### config.mk
export PLATFORM = sky130hd
export DESIGN_NAME = ex_top
export DESIGN_NICKNAME = d
export VERILOG_FILES = /design/src/verilog/ex_pkg.sv /design/src/verilog/ex_op_if.sv /design/src/verilog/ex_rf_if.sv /design/src/verilog/ex_alu.sv /design/src/verilog/ex_decode.sv /design/src/verilog/ex_regfile.sv /design/src/verilog/ex_top.sv
export VERILOG_INCLUDE_DIRS = /design/src /design/src/verilog
export SDC_FILE = /design/constraint.sdc
export NUM_CORES = 1
export LEC_CHECK = 0
export BUFFER_PORTS_ARGS = -buffer_cell sky130_fd_sc_hd__clkbuf_2
export CAP_MARGIN = 20
export CORE_MARGIN = 2
export CORE_UTILIZATION = 35
export DETAILED_ROUTE_END_ITERATION = 10
export PLACE_DENSITY = 0.59
export SLEW_MARGIN = 40
export SYNTH_ARGS = -nofsm -noshare
export SYNTH_HDL_FRONTEND = slang
export SYNTH_HIERARCHICAL = 1
export SYNTH_SLANG_ARGS = --single-unit
### constraint.sdc
create_clock -name i_ex_gck -period 4.6 [get_ports i_ex_gck]
set_input_delay 0.92 -clock i_ex_gck [delete_from_list [all_inputs] [get_ports i_ex_gck]]
set_output_delay 0.92 -clock i_ex_gck [all_outputs]
set_load 0.02 [all_outputs]
### src/verilog/ex_defines.svh
`ifndef EX_DEFINES_SVH
`define EX_DEFINES_SVH

// Widths of a data word, a slice processed per cycle and the register count.
`define EX_DATA_W  16
`define EX_SLICE_W 4
`define EX_REG_CNT 16

// Opcode values held in the top four bits of an encoding.
`define EX_OPC_ADD  4'd0
`define EX_OPC_SUB  4'd1
`define EX_OPC_AND  4'd2
`define EX_OPC_OR   4'd3
`define EX_OPC_XOR  4'd4
`define EX_OPC_MOVI 4'd5
`define EX_OPC_CEQ  4'd6
`define EX_OPC_CNE  4'd7
`define EX_OPC_CLT  4'd8
`define EX_OPC_CLTU 4'd9
`define EX_OPC_CGE  4'd10
`define EX_OPC_CGEU 4'd11
`define EX_OPC_IFP  4'd12
`define EX_OPC_IFNP 4'd13
`define EX_OPC_NOP  4'd15

`endif

### src/verilog/ex_pkg.sv
`default_nettype none

`include "ex_defines.svh"

package ex_pkg;

  // A full data word and the slice of it handled in one cycle.
  typedef logic [`EX_DATA_W-1:0]  data_t;
  typedef logic [`EX_SLICE_W-1:0] slice_t;

  // Register index wide enough to address every register.
  typedef logic [$clog2(`EX_REG_CNT)-1:0] reg_t;

  // Sync counter with one value per slice of a word.
  typedef logic [$clog2(`EX_DATA_W/`EX_SLICE_W)-1:0] ctr_t;

  // Instruction encoding: opcode, dst, lhs and rhs from the top down.
  // MOVI reuses the lower byte as its immediate.
  typedef logic [`EX_DATA_W-1:0] enc_t;

  // Operation performed on each slice by the ALU.
  // PASS forwards the immediate unchanged.
  typedef enum logic [2:0] {
    ALU_OP_ADD,
    ALU_OP_SUB,
    ALU_OP_AND,
    ALU_OP_OR,
    ALU_OP_XOR,
    ALU_OP_PASS
  } alu_op_t;

  // Comparison used to derive the predicate from the subtraction flags.
  typedef enum logic [2:0] {
    CMP_OP_EQ,
    CMP_OP_NE,
    CMP_OP_LT,
    CMP_OP_LTU,
    CMP_OP_GE,
    CMP_OP_GEU
  } cmp_op_t;

  // Broad class of an instruction.
  typedef enum logic [1:0] {
    CLS_NONE,
    CLS_ALU,
    CLS_CMP,
    CLS_COND
  } cls_t;

  // Predication state set by the IFP and IFNP prefixes.
  typedef enum logic [1:0] {
    COND_ALWAYS,
    COND_IF_P,
    COND_IF_NP
  } cond_t;

endpackage

`default_nettype wire

### src/verilog/ex_op_if.sv
`timescale 1ns/10ps
`default_nettype none

// Decoded control for the instruction currently executing.
interface ex_op_if import ex_pkg::*; ();

  // Slice being processed this cycle.
  ctr_t    ctr;

  // High for all four cycles of an instruction that really executes.
  logic    run;

  // Class and operation of the instruction.
  cls_t    cls;
  alu_op_t alu_op;
  cmp_op_t cmp_op;

  // Destination register and zero-extended immediate.
  reg_t    dst;
  data_t   imm;

  // The decoder produces every field.
  modport prod (output ctr, run, cls, alu_op, cmp_op, dst, imm);

  // The ALU only consumes them.
  modport cons (input ctr, run, cls, alu_op, cmp_op, dst, imm);

endinterface

`default_nettype wire

### src/verilog/ex_rf_if.sv
`timescale 1ns/10ps
`default_nettype none

// Slice traffic to and from the register file.
interface ex_rf_if import ex_pkg::*; ();

  // Slice selected for both reads and the write.
  ctr_t   ctr;

  // Read port indices and the slices they return.
  reg_t   lhs_reg;
  reg_t   rhs_reg;
  slice_t lhs_data;
  slice_t rhs_data;

  // Single write port, one slice per cycle.
  logic   wr_en;
  reg_t   wr_reg;
  slice_t wr_data;

  // The decoder selects the slice and the registers to read.
  modport prod (output ctr, lhs_reg, rhs_reg);

  // The register file answers reads and accepts writes.
  modport buff (
    input  ctr, lhs_reg, rhs_reg, wr_en, wr_reg, wr_data,
    output lhs_data, rhs_data
  );

  // The ALU uses the read data and returns its result.
  modport cons (input lhs_data, rhs_data, output wr_en, wr_reg, wr_data);

endinterface

`default_nettype wire

### src/verilog/ex_alu.sv
`timescale 1ns/10ps
`default_nettype none

`include "ex_defines.svh"

// Slice-serial ALU, flag tracking and the predicate register.
module ex_alu import ex_pkg::*; (
  input  var logic  i_ex_gck,
  input  var logic  i_ex_rst_n,

  ex_op_if.cons     op,
  ex_rf_if.cons     rf,

  // Predicate register written by compares.
  output var logic  o_ex_pred
);

  // Operands for this slice.
  // The right operand is inverted for subtraction.
  slice_t rhs_eff;
  logic   cin;

  // Adder result with its carry out in the top bit.
  logic [`EX_SLICE_W:0] sum;

  // Immediate slice and the final slice result.
  slice_t imm_slice;
  slice_t alu_out;

  // Carry and zero-so-far held between slices.
  logic carry_q;
  logic zero_q;
  logic zero_now;

  // Flags that are meaningful on the last slice.
  logic flag_n;
  logic flag_v;

  // Predicate register.
  logic pred_q;
  logic pred_d;

  // SUB and compares add the inverse plus one, so carry in is set on the
  // first slice. Later slices take the saved carry.
  always_comb begin
    rhs_eff = (op.alu_op == ALU_OP_SUB) ? ~rf.rhs_data : rf.rhs_data;
    cin     = (op.ctr == '0) ? (op.alu_op == ALU_OP_SUB) : carry_q;
    sum     = {1'b0, rf.lhs_data} + {1'b0, rhs_eff} + {{`EX_SLICE_W{1'b0}}, cin};
  end

  always_comb imm_slice = op.imm[op.ctr*`EX_SLICE_W +: `EX_SLICE_W];

  // Slice result for the current operation.
  always_comb begin
    case (op.alu_op)
      ALU_OP_AND:  alu_out = rf.lhs_data & rf.rhs_data;
      ALU_OP_OR:   alu_out = rf.lhs_data | rf.rhs_data;
      ALU_OP_XOR:  alu_out = rf.lhs_data ^ rf.rhs_data;
      ALU_OP_PASS: alu_out = imm_slice;
      default:     alu_out = sum[`EX_SLICE_W-1:0];
    endcase
  end

  // The word is zero only if every slice so far was zero.
  always_comb zero_now = ((op.ctr == '0) ? 1'b1 : zero_q) && (alu_out == '0);

  // Sign and overflow come from the top bit of the slice; they only matter
  // on slice 3.
  always_comb begin
    flag_n = sum[`EX_SLICE_W-1];
    flag_v = (rf.lhs_data[`EX_SLICE_W-1] == rhs_eff[`EX_SLICE_W-1])
          && (sum[`EX_SLICE_W-1] != rf.lhs_data[`EX_SLICE_W-1]);
  end

  // Carry and zero chain from one slice to the next.
  always_ff @(posedge i_ex_gck, negedge i_ex_rst_n) begin
    if (!i_ex_rst_n) begin
      carry_q <= '0;
      zero_q  <= '0;
    end
    else begin
      carry_q <= sum[`EX_SLICE_W];
      zero_q  <= zero_now;
    end
  end

  // New predicate from the flags of the full subtraction.
  always_comb begin
    case (op.cmp_op)
      CMP_OP_NE:  pred_d = !zero_now;
      CMP_OP_LT:  pred_d = flag_n != flag_v;
      CMP_OP_LTU: pred_d = !sum[`EX_SLICE_W];
      CMP_OP_GE:  pred_d = flag_n == flag_v;
      CMP_OP_GEU: pred_d = sum[`EX_SLICE_W];
      default:    pred_d = zero_now;
    endcase
  end

  // P changes at the edge that ends slice 3 of a compare that runs.
  always_ff @(posedge i_ex_gck, negedge i_ex_rst_n) begin
    if (!i_ex_rst_n) begin
      pred_q <= '0;
    end
    else if (op.run && op.cls == CLS_CMP && &op.ctr) begin
      pred_q <= pred_d;
    end
  end

  always_comb o_ex_pred = pred_q;

  // ALU and MOVI results go back to the register file slice by slice.
  always_comb begin
    rf.wr_en   = op.run && op.cls == CLS_ALU;
    rf.wr_reg  = op.dst;
    rf.wr_data = alu_out;
  end

endmodule

`default_nettype wire

### src/verilog/ex_decode.sv
`timescale 1ns/10ps
`default_nettype none

`include "ex_defines.svh"

// Sync counter, instruction register, decode and predication.
module ex_decode import ex_pkg::*; (
  input  var logic  i_ex_gck,
  input  var logic  i_ex_rst_n,

  // Encoding from the environment, sampled on the last counter cycle.
  input  var enc_t  i_ex_enc,
  input  var logic  i_ex_enc_vld,

  // Current predicate register value.
  input  var logic  i_ex_pred,

  ex_op_if.prod     op,
  ex_rf_if.prod     rf
);

  // Free-running slice counter.
  ctr_t ctr_q;

  // Instruction executing in this group of four cycles.
  enc_t enc_q;
  logic enc_vld_q;

  // Decoded fields of the held encoding.
  logic [3:0] opc;
  cls_t       cls;
  alu_op_t    alu_op;
  cmp_op_t    cmp_op;
  cond_t      cond_new;

  // Predication state and whether it lets the held instruction run.
  cond_t cond_q;
  logic  cond_ok;

  // The counter wraps from 3 back to 0 on its own.
  always_ff @(posedge i_ex_gck, negedge i_ex_rst_n) begin
    if (!i_ex_rst_n) begin
      ctr_q <= '0;
    end
    else begin
      ctr_q <= ctr_q + ctr_t'(1);
    end
  end

  // Valid is sampled every counter-3 cycle so an absent instruction leaves
  // an idle slot behind it.
  always_ff @(posedge i_ex_gck, negedge i_ex_rst_n) begin
    if (!i_ex_rst_n) begin
      enc_vld_q <= '0;
    end
    else if (&ctr_q) begin
      enc_vld_q <= i_ex_enc_vld;
    end
  end

  // The encoding itself is only captured when it is valid.
  always_ff @(posedge i_ex_gck) begin
    if (&ctr_q && i_ex_enc_vld) begin
      enc_q <= i_ex_enc;
    end
  end

  always_comb opc = enc_q[15:12];

  // Instruction class.
  // Opcode 14 is unassigned and behaves as a NOP.
  always_comb begin
    case (opc)
      `EX_OPC_ADD, `EX_OPC_SUB, `EX_OPC_AND,
      `EX_OPC_OR, `EX_OPC_XOR, `EX_OPC_MOVI:   cls = CLS_ALU;
      `EX_OPC_CEQ, `EX_OPC_CNE, `EX_OPC_CLT,
      `EX_OPC_CLTU, `EX_OPC_CGE, `EX_OPC_CGEU: cls = CLS_CMP;
      `EX_OPC_IFP, `EX_OPC_IFNP:               cls = CLS_COND;
      `EX_OPC_NOP:                             cls = CLS_NONE;
      default:                                 cls = CLS_NONE;
    endcase
  end

  // ALU operation.
  // Every compare is a subtraction, so SUB is the fallback.
  always_comb begin
    case (opc)
      `EX_OPC_ADD:  alu_op = ALU_OP_ADD;
      `EX_OPC_AND:  alu_op = ALU_OP_AND;
      `EX_OPC_OR:   alu_op = ALU_OP_OR;
      `EX_OPC_XOR:  alu_op = ALU_OP_XOR;
      `EX_OPC_MOVI: alu_op = ALU_OP_PASS;
      default:      alu_op = ALU_OP_SUB;
    endcase
  end

  // Comparison applied to the subtraction flags.
  always_comb begin
    case (opc)
      `EX_OPC_CNE:  cmp_op = CMP_OP_NE;
      `EX_OPC_CLT:  cmp_op = CMP_OP_LT;
      `EX_OPC_CLTU: cmp_op = CMP_OP_LTU;
      `EX_OPC_CGE:  cmp_op = CMP_OP_GE;
      `EX_OPC_CGEU: cmp_op = CMP_OP_GEU;
      default:      cmp_op = CMP_OP_EQ;
    endcase
  end

  // State requested by a prefix, meaningful only for the COND class.
  always_comb cond_new = (opc == `EX_OPC_IFNP) ? COND_IF_NP : COND_IF_P;

  // A pending prefix must match the predicate for the instruction to run.
  always_comb begin
    case (cond_q)
      COND_IF_P:  cond_ok = i_ex_pred;
      COND_IF_NP: cond_ok = !i_ex_pred;
      default:    cond_ok = 1'b1;
    endcase
  end

  // Each retired instruction clears the state, whether it ran or was
  // skipped. A prefix always installs its own state, even over another.
  always_ff @(posedge i_ex_gck, negedge i_ex_rst_n) begin
    if (!i_ex_rst_n) begin
      cond_q <= COND_ALWAYS;
    end
    else if (&ctr_q && enc_vld_q) begin
      cond_q <= (cls == CLS_COND) ? cond_new : COND_ALWAYS;
    end
  end

  // Only ALU and compare instructions do work in the datapath.
  always_comb begin
    op.ctr    = ctr_q;
    op.run    = enc_vld_q && cond_ok && (cls == CLS_ALU || cls == CLS_CMP);
    op.cls    = cls;
    op.alu_op = alu_op;
    op.cmp_op = cmp_op;
    op.dst    = enc_q[11:8];
    op.imm    = data_t'(enc_q[7:0]);
  end

  // Register reads follow the same slice as the ALU.
  always_comb begin
    rf.ctr     = ctr_q;
    rf.lhs_reg = enc_q[7:4];
    rf.rhs_reg = enc_q[3:0];
  end

endmodule

`default_nettype wire

### src/verilog/ex_regfile.sv
`timescale 1ns/10ps
`default_nettype none

`include "ex_defines.svh"

// Sixteen word register file accessed one slice at a time.
module ex_regfile import ex_pkg::*; (
  input  var logic i_ex_gck,

  ex_rf_if.buff    rf
);

  // Register storage. Entry 0 is never written.
  data_t regs_q [`EX_REG_CNT];

  // Returns the selected slice of a register.
  // Register 0 is hardwired to zero.
  function automatic slice_t read_slice(reg_t idx, ctr_t ctr);
    slice_t data;
    data = '0;
    if (idx != '0) begin
      data = regs_q[idx][ctr*`EX_SLICE_W +: `EX_SLICE_W];
    end
    return data;
  endfunction

  // Both read ports are combinational, so a slice written at one edge is
  // visible to the next instruction in the same slot position.
  always_comb begin
    rf.lhs_data = read_slice(rf.lhs_reg, rf.ctr);
    rf.rhs_data = read_slice(rf.rhs_reg, rf.ctr);
  end

  // One slice is written per cycle.
  // Writes aimed at register 0 are dropped.
  always_ff @(posedge i_ex_gck) begin
    if (rf.wr_en && rf.wr_reg != '0) begin
      regs_q[rf.wr_reg][rf.ctr*`EX_SLICE_W +: `EX_SLICE_W] <= rf.wr_data;
    end
  end

endmodule

`default_nettype wire

### src/verilog/ex_top.sv
`timescale 1ns/10ps
`default_nettype none

// Execution stage of the nibble-serial processor.
module ex_top import ex_pkg::*; (
  input  var logic   i_ex_gck,
  input  var logic   i_ex_rst_n,

  // Instruction slot, sampled while the counter is 3.
  input  var enc_t   i_ex_enc,
  input  var logic   i_ex_enc_vld,

  // Current slice position.
  output var ctr_t   o_ex_ctr,

  // Register write-back, one slice per cycle.
  output var logic   o_ex_wr_en,
  output var reg_t   o_ex_wr_reg,
  output var slice_t o_ex_wr_data,

  // Predicate register.
  output var logic   o_ex_pred
);

  // Decoded control and register traffic between the units.
  ex_op_if op_bus ();
  ex_rf_if rf_bus ();

  // Predicate fed back to the predication logic.
  logic pred;

  // Counter, instruction register and decode.
  ex_decode decode_u (
    .i_ex_gck     (i_ex_gck),
    .i_ex_rst_n   (i_ex_rst_n),
    .i_ex_enc     (i_ex_enc),
    .i_ex_enc_vld (i_ex_enc_vld),
    .i_ex_pred    (pred),
    .op           (op_bus),
    .rf           (rf_bus)
  );

  // Register file.
  ex_regfile regfile_u (
    .i_ex_gck (i_ex_gck),
    .rf       (rf_bus)
  );

  // ALU and predicate unit.
  ex_alu alu_u (
    .i_ex_gck   (i_ex_gck),
    .i_ex_rst_n (i_ex_rst_n),
    .op         (op_bus),
    .rf         (rf_bus),
    .o_ex_pred  (pred)
  );

  // Internal buses brought out to the pins.
  assign o_ex_ctr     = op_bus.ctr;
  assign o_ex_wr_en   = rf_bus.wr_en;
  assign o_ex_wr_reg  = rf_bus.wr_reg;
  assign o_ex_wr_data = rf_bus.wr_data;
  assign o_ex_pred    = pred;

endmodule

`default_nettype wire
==> out/metrics.yaml <==
sta:
  period_share: 1.10
  rsz0062_at_grt: "yes"
  final.setup.tns_ps: -1440
  timing.final.crit_period_ps: 5080
  setup_viol: 4
  tightest_slew_ps: 746
  fin_skew_ps: 12.9
  fin_ws_ps: -475
  slew_headroom: 0.498
  finalHoldViolations: 0
  timing.fmax_mhz: 197
  slew_violations: 0
  fin_hold_ws_ps: 225
clock_network:
  cts_hold_buffers: 0
  cts_tree: "built"
  cts_buffer_depth: 3
  clk_pin_slew_ps: 60
  htree_levels: 1
  cts_made_buffers: 29
  root_buffer: "clkbuf_16"
  clk_latency_ps: 560
  cts_sinks: 282
worst_setup_path:
  path_class: "flop to primary output"
  path_max_fanout: 6
  cp.arrival_ps: 4160
  cp-end-kind: "primary output"
  reg2reg_depth: 15
  startpoint_type: "flop"
  cp.required_ps: 3680
status:
  status: "finished, violations left"
  violations: "setup timing"
global_routing:
  grt_pass1_wl_um: 59100
  grt_start_max_net_pins: 28
  grt_pass1_vias: 9056
  antenna_found_initial: 0
  overflow: 0
  track_usage: 0.182
floorplan:
  fp.dieH_um: 209
  core-area_mm2: 0.0417
  die-area_mm2: 0.0436
  initial_utilization: 0.353
  num_rows: 75
  ios: 31
  die_x_um: 209
logic_synthesis:
  synthCells: 915
  yosysWarnings: 6
  ys_ff_latch: 282
  yosysTopAreaCell: "edfxtp_1"
  syn_avg_cell_area_um2: 16.1
  ys.flop_type: "edfxtp_1"
  synth_area_leaders: "edfxtp_1, mux4_2, mux2i_1, buf_4, nor2_1"
  netlist_area_mm2: 0.0147
  ys_types: 69
  synth-edff-count: 272
  async_reset_ff_frac: 0.0284
  synth_top_area_share: 0.556
  yosysSeqAreaShare: 0.572
power:
  finalPower_mw: 5.13
  power_density_mw_per_mm2: 301
  peakVddDrop_uv: 229
  leakagePower_nw: 5.90
final_layout:
  drive_gt1_frac: 0.330
  diodes: 0
  n_fill_cell: 3830
  final_common_cell: "edfxtp_1"
  final_cells: 1568
  nNetsFinal: 1049
  fin_util: 0.409
  synthToLayoutAreaGrowth_pct: 16.0
  finalInstanceArea_mm2: 0.0171
  mostFrequentLayoutCells: "edfxtp_1, mux4_2, buf_4"
route:
  routedWlPerCell_um: 25.6
  detail_route.iter0.violations: 913
  drtAntennaViolNets: 0
  first_pass_iters: 5
  routed_wl_um: 40100
  via_per_inst: 5.75
  num_vias: 9022
  drc: 0
placed_design:
  dp_hpwl_um: 27900
  dp_slack_ps: -186
  gp_routability_congestion: 0.899
  placed_cell_area_mm2: 0.0158
  io_buffers: 30
  placedCellCount: 1501
min_path:
  hold_path_class: "input port to async pin"
flow_run:
  max_cap_viol_count: 0
==> cells by family after synthesis <==
| group | Yosys count | share of synthesized area |
|---|---|---|
| buf+inv | 112 | 0.0476 |
| mux | 201 | 0.241 |
| compound gates | 93 | 0.0464 |
| xor+xnor | 8 | 0.00477 |
| flops | 282 | 0.572 |
| simple gates | 194 | 0.0667 |
| fa+ha+maj | 23 | 0.0206 |
| other cells | 2 | 0.000511 |
==> flip-flops by register name, indices dropped and copies added (netlist names) <==
| name | flops |
|---|---|
| regfile_u/regs_q | 256 |
| decode_u/enc_q | 16 |
| decode_u/enc_vld_q | 1 |
| decode_u/cond_q | 2 |
| decode_u/op.cls | 2 |
| alu_u/o_ex_pred | 1 |
| alu_u/carry_q | 1 |
| alu_u/zero_q | 1 |
| decode_u/op.ctr | 2 |
==> worst paths after layout <==
path / startpoint / end / slack, ps
setup / recovery: decode_u/enc_q[0] / o_ex_wr_data[1] / -480
hold / removal: i_ex_rst_n / alu_u/carry_q / 230
setup reg to reg: decode_u/enc_q[0] / regfile_u/regs_q[10][9] / 180
hold reg to reg: decode_u/cond_q[0] / decode_u/cond_q[0] / 510
max in group asynchronous: i_ex_rst_n / decode_u/op.ctr[1] / 4150
min in group i_ex_gck: decode_u/cond_q[0] / decode_u/cond_q[0] / 510
==> cell type report <==
type | count | area, um^2 | area share
Tap cell | 539 | 674 | 0.0396
Timing Repair Buffer | 130 | 1190 | 0.0696
Clock buffer | 32 | 737 | 0.0432
Multi-Input combinational cell | 543 | 5830 | 0.342
Sequential cell | 282 | 8410 | 0.493
Clock inverter | 21 | 133 | 0.00778
Inverter | 21 | 78.8 | 0.00462
==> where the power goes <==
group	switching, mW	internal [mW]	leakage, nW	total, mW
sequential	0.0108	2.82	2.64	2.83
clock	0.980	1.21	0.424	2.19
combinational	0.0690	0.0491	2.84	0.118
==> critical path, stage by stage (launching register included) <==
cell and delay, ps:
edfxtp_1 480, buf_12 200, buf_12 140, mux4_2 320, mux2i_1 90, mux4_2 530
o22ai_4 240, inv_2 90, xnor2_2 160, fa_2 240, inv_2 40, fa_2 530
o22ai_1 60, a211o_1 310, clkbuf_8 160
==> routing by layer <==
metal,track usage,vias to the layer above,routed length (um)
met3,0.0266,84,3210
li1,-,3813,-
met2,0.290,452,18800
met5,0,-,0
met4,0.0749,0,1560
met1,0.252,4673,16500
==> synth_stat cells (2+ instances only) <==
master     number
a2111o_1        4
a211o_1        11
a211oi_1        4
a21oi_1        16
a221o_1         2
a221oi_1        3
and2_1         17
buf_1           2
buf_2          14
buf_4          47
buf_6           6
clkbuf_1       18
clkbuf_8        2
conb_1          2
dfrtp_1         8
dfxtp_1         2
edfxtp_1      272
fa_1            2
ha_1           21
inv_1          20
mux2_2         21
mux2i_1        61
mux4_1          8
mux4_2        110
nand2_1        31
nand2b_1        4
nand3_1        14
nand3b_1        8
nand4_1         2
nor2_1         77
nor2b_1        18
nor3_1          3
nor3b_1         6
nor4_1          2
o2111ai_1       3
o211ai_1        3
o21ai_0         9
o221ai_1        8
o22ai_1        14
o31ai_1         5
xnor2_1         5
xor2_1          3
==> what timing repair did <==
item,in CTS,in global routing
gates resized for setup,47,10
setup buffers,8,4
pin swaps,11,8
cloned,2,1
endpoints found under the setup margin,21,28
No activity file was read; power rests on OpenSTA's default activity.
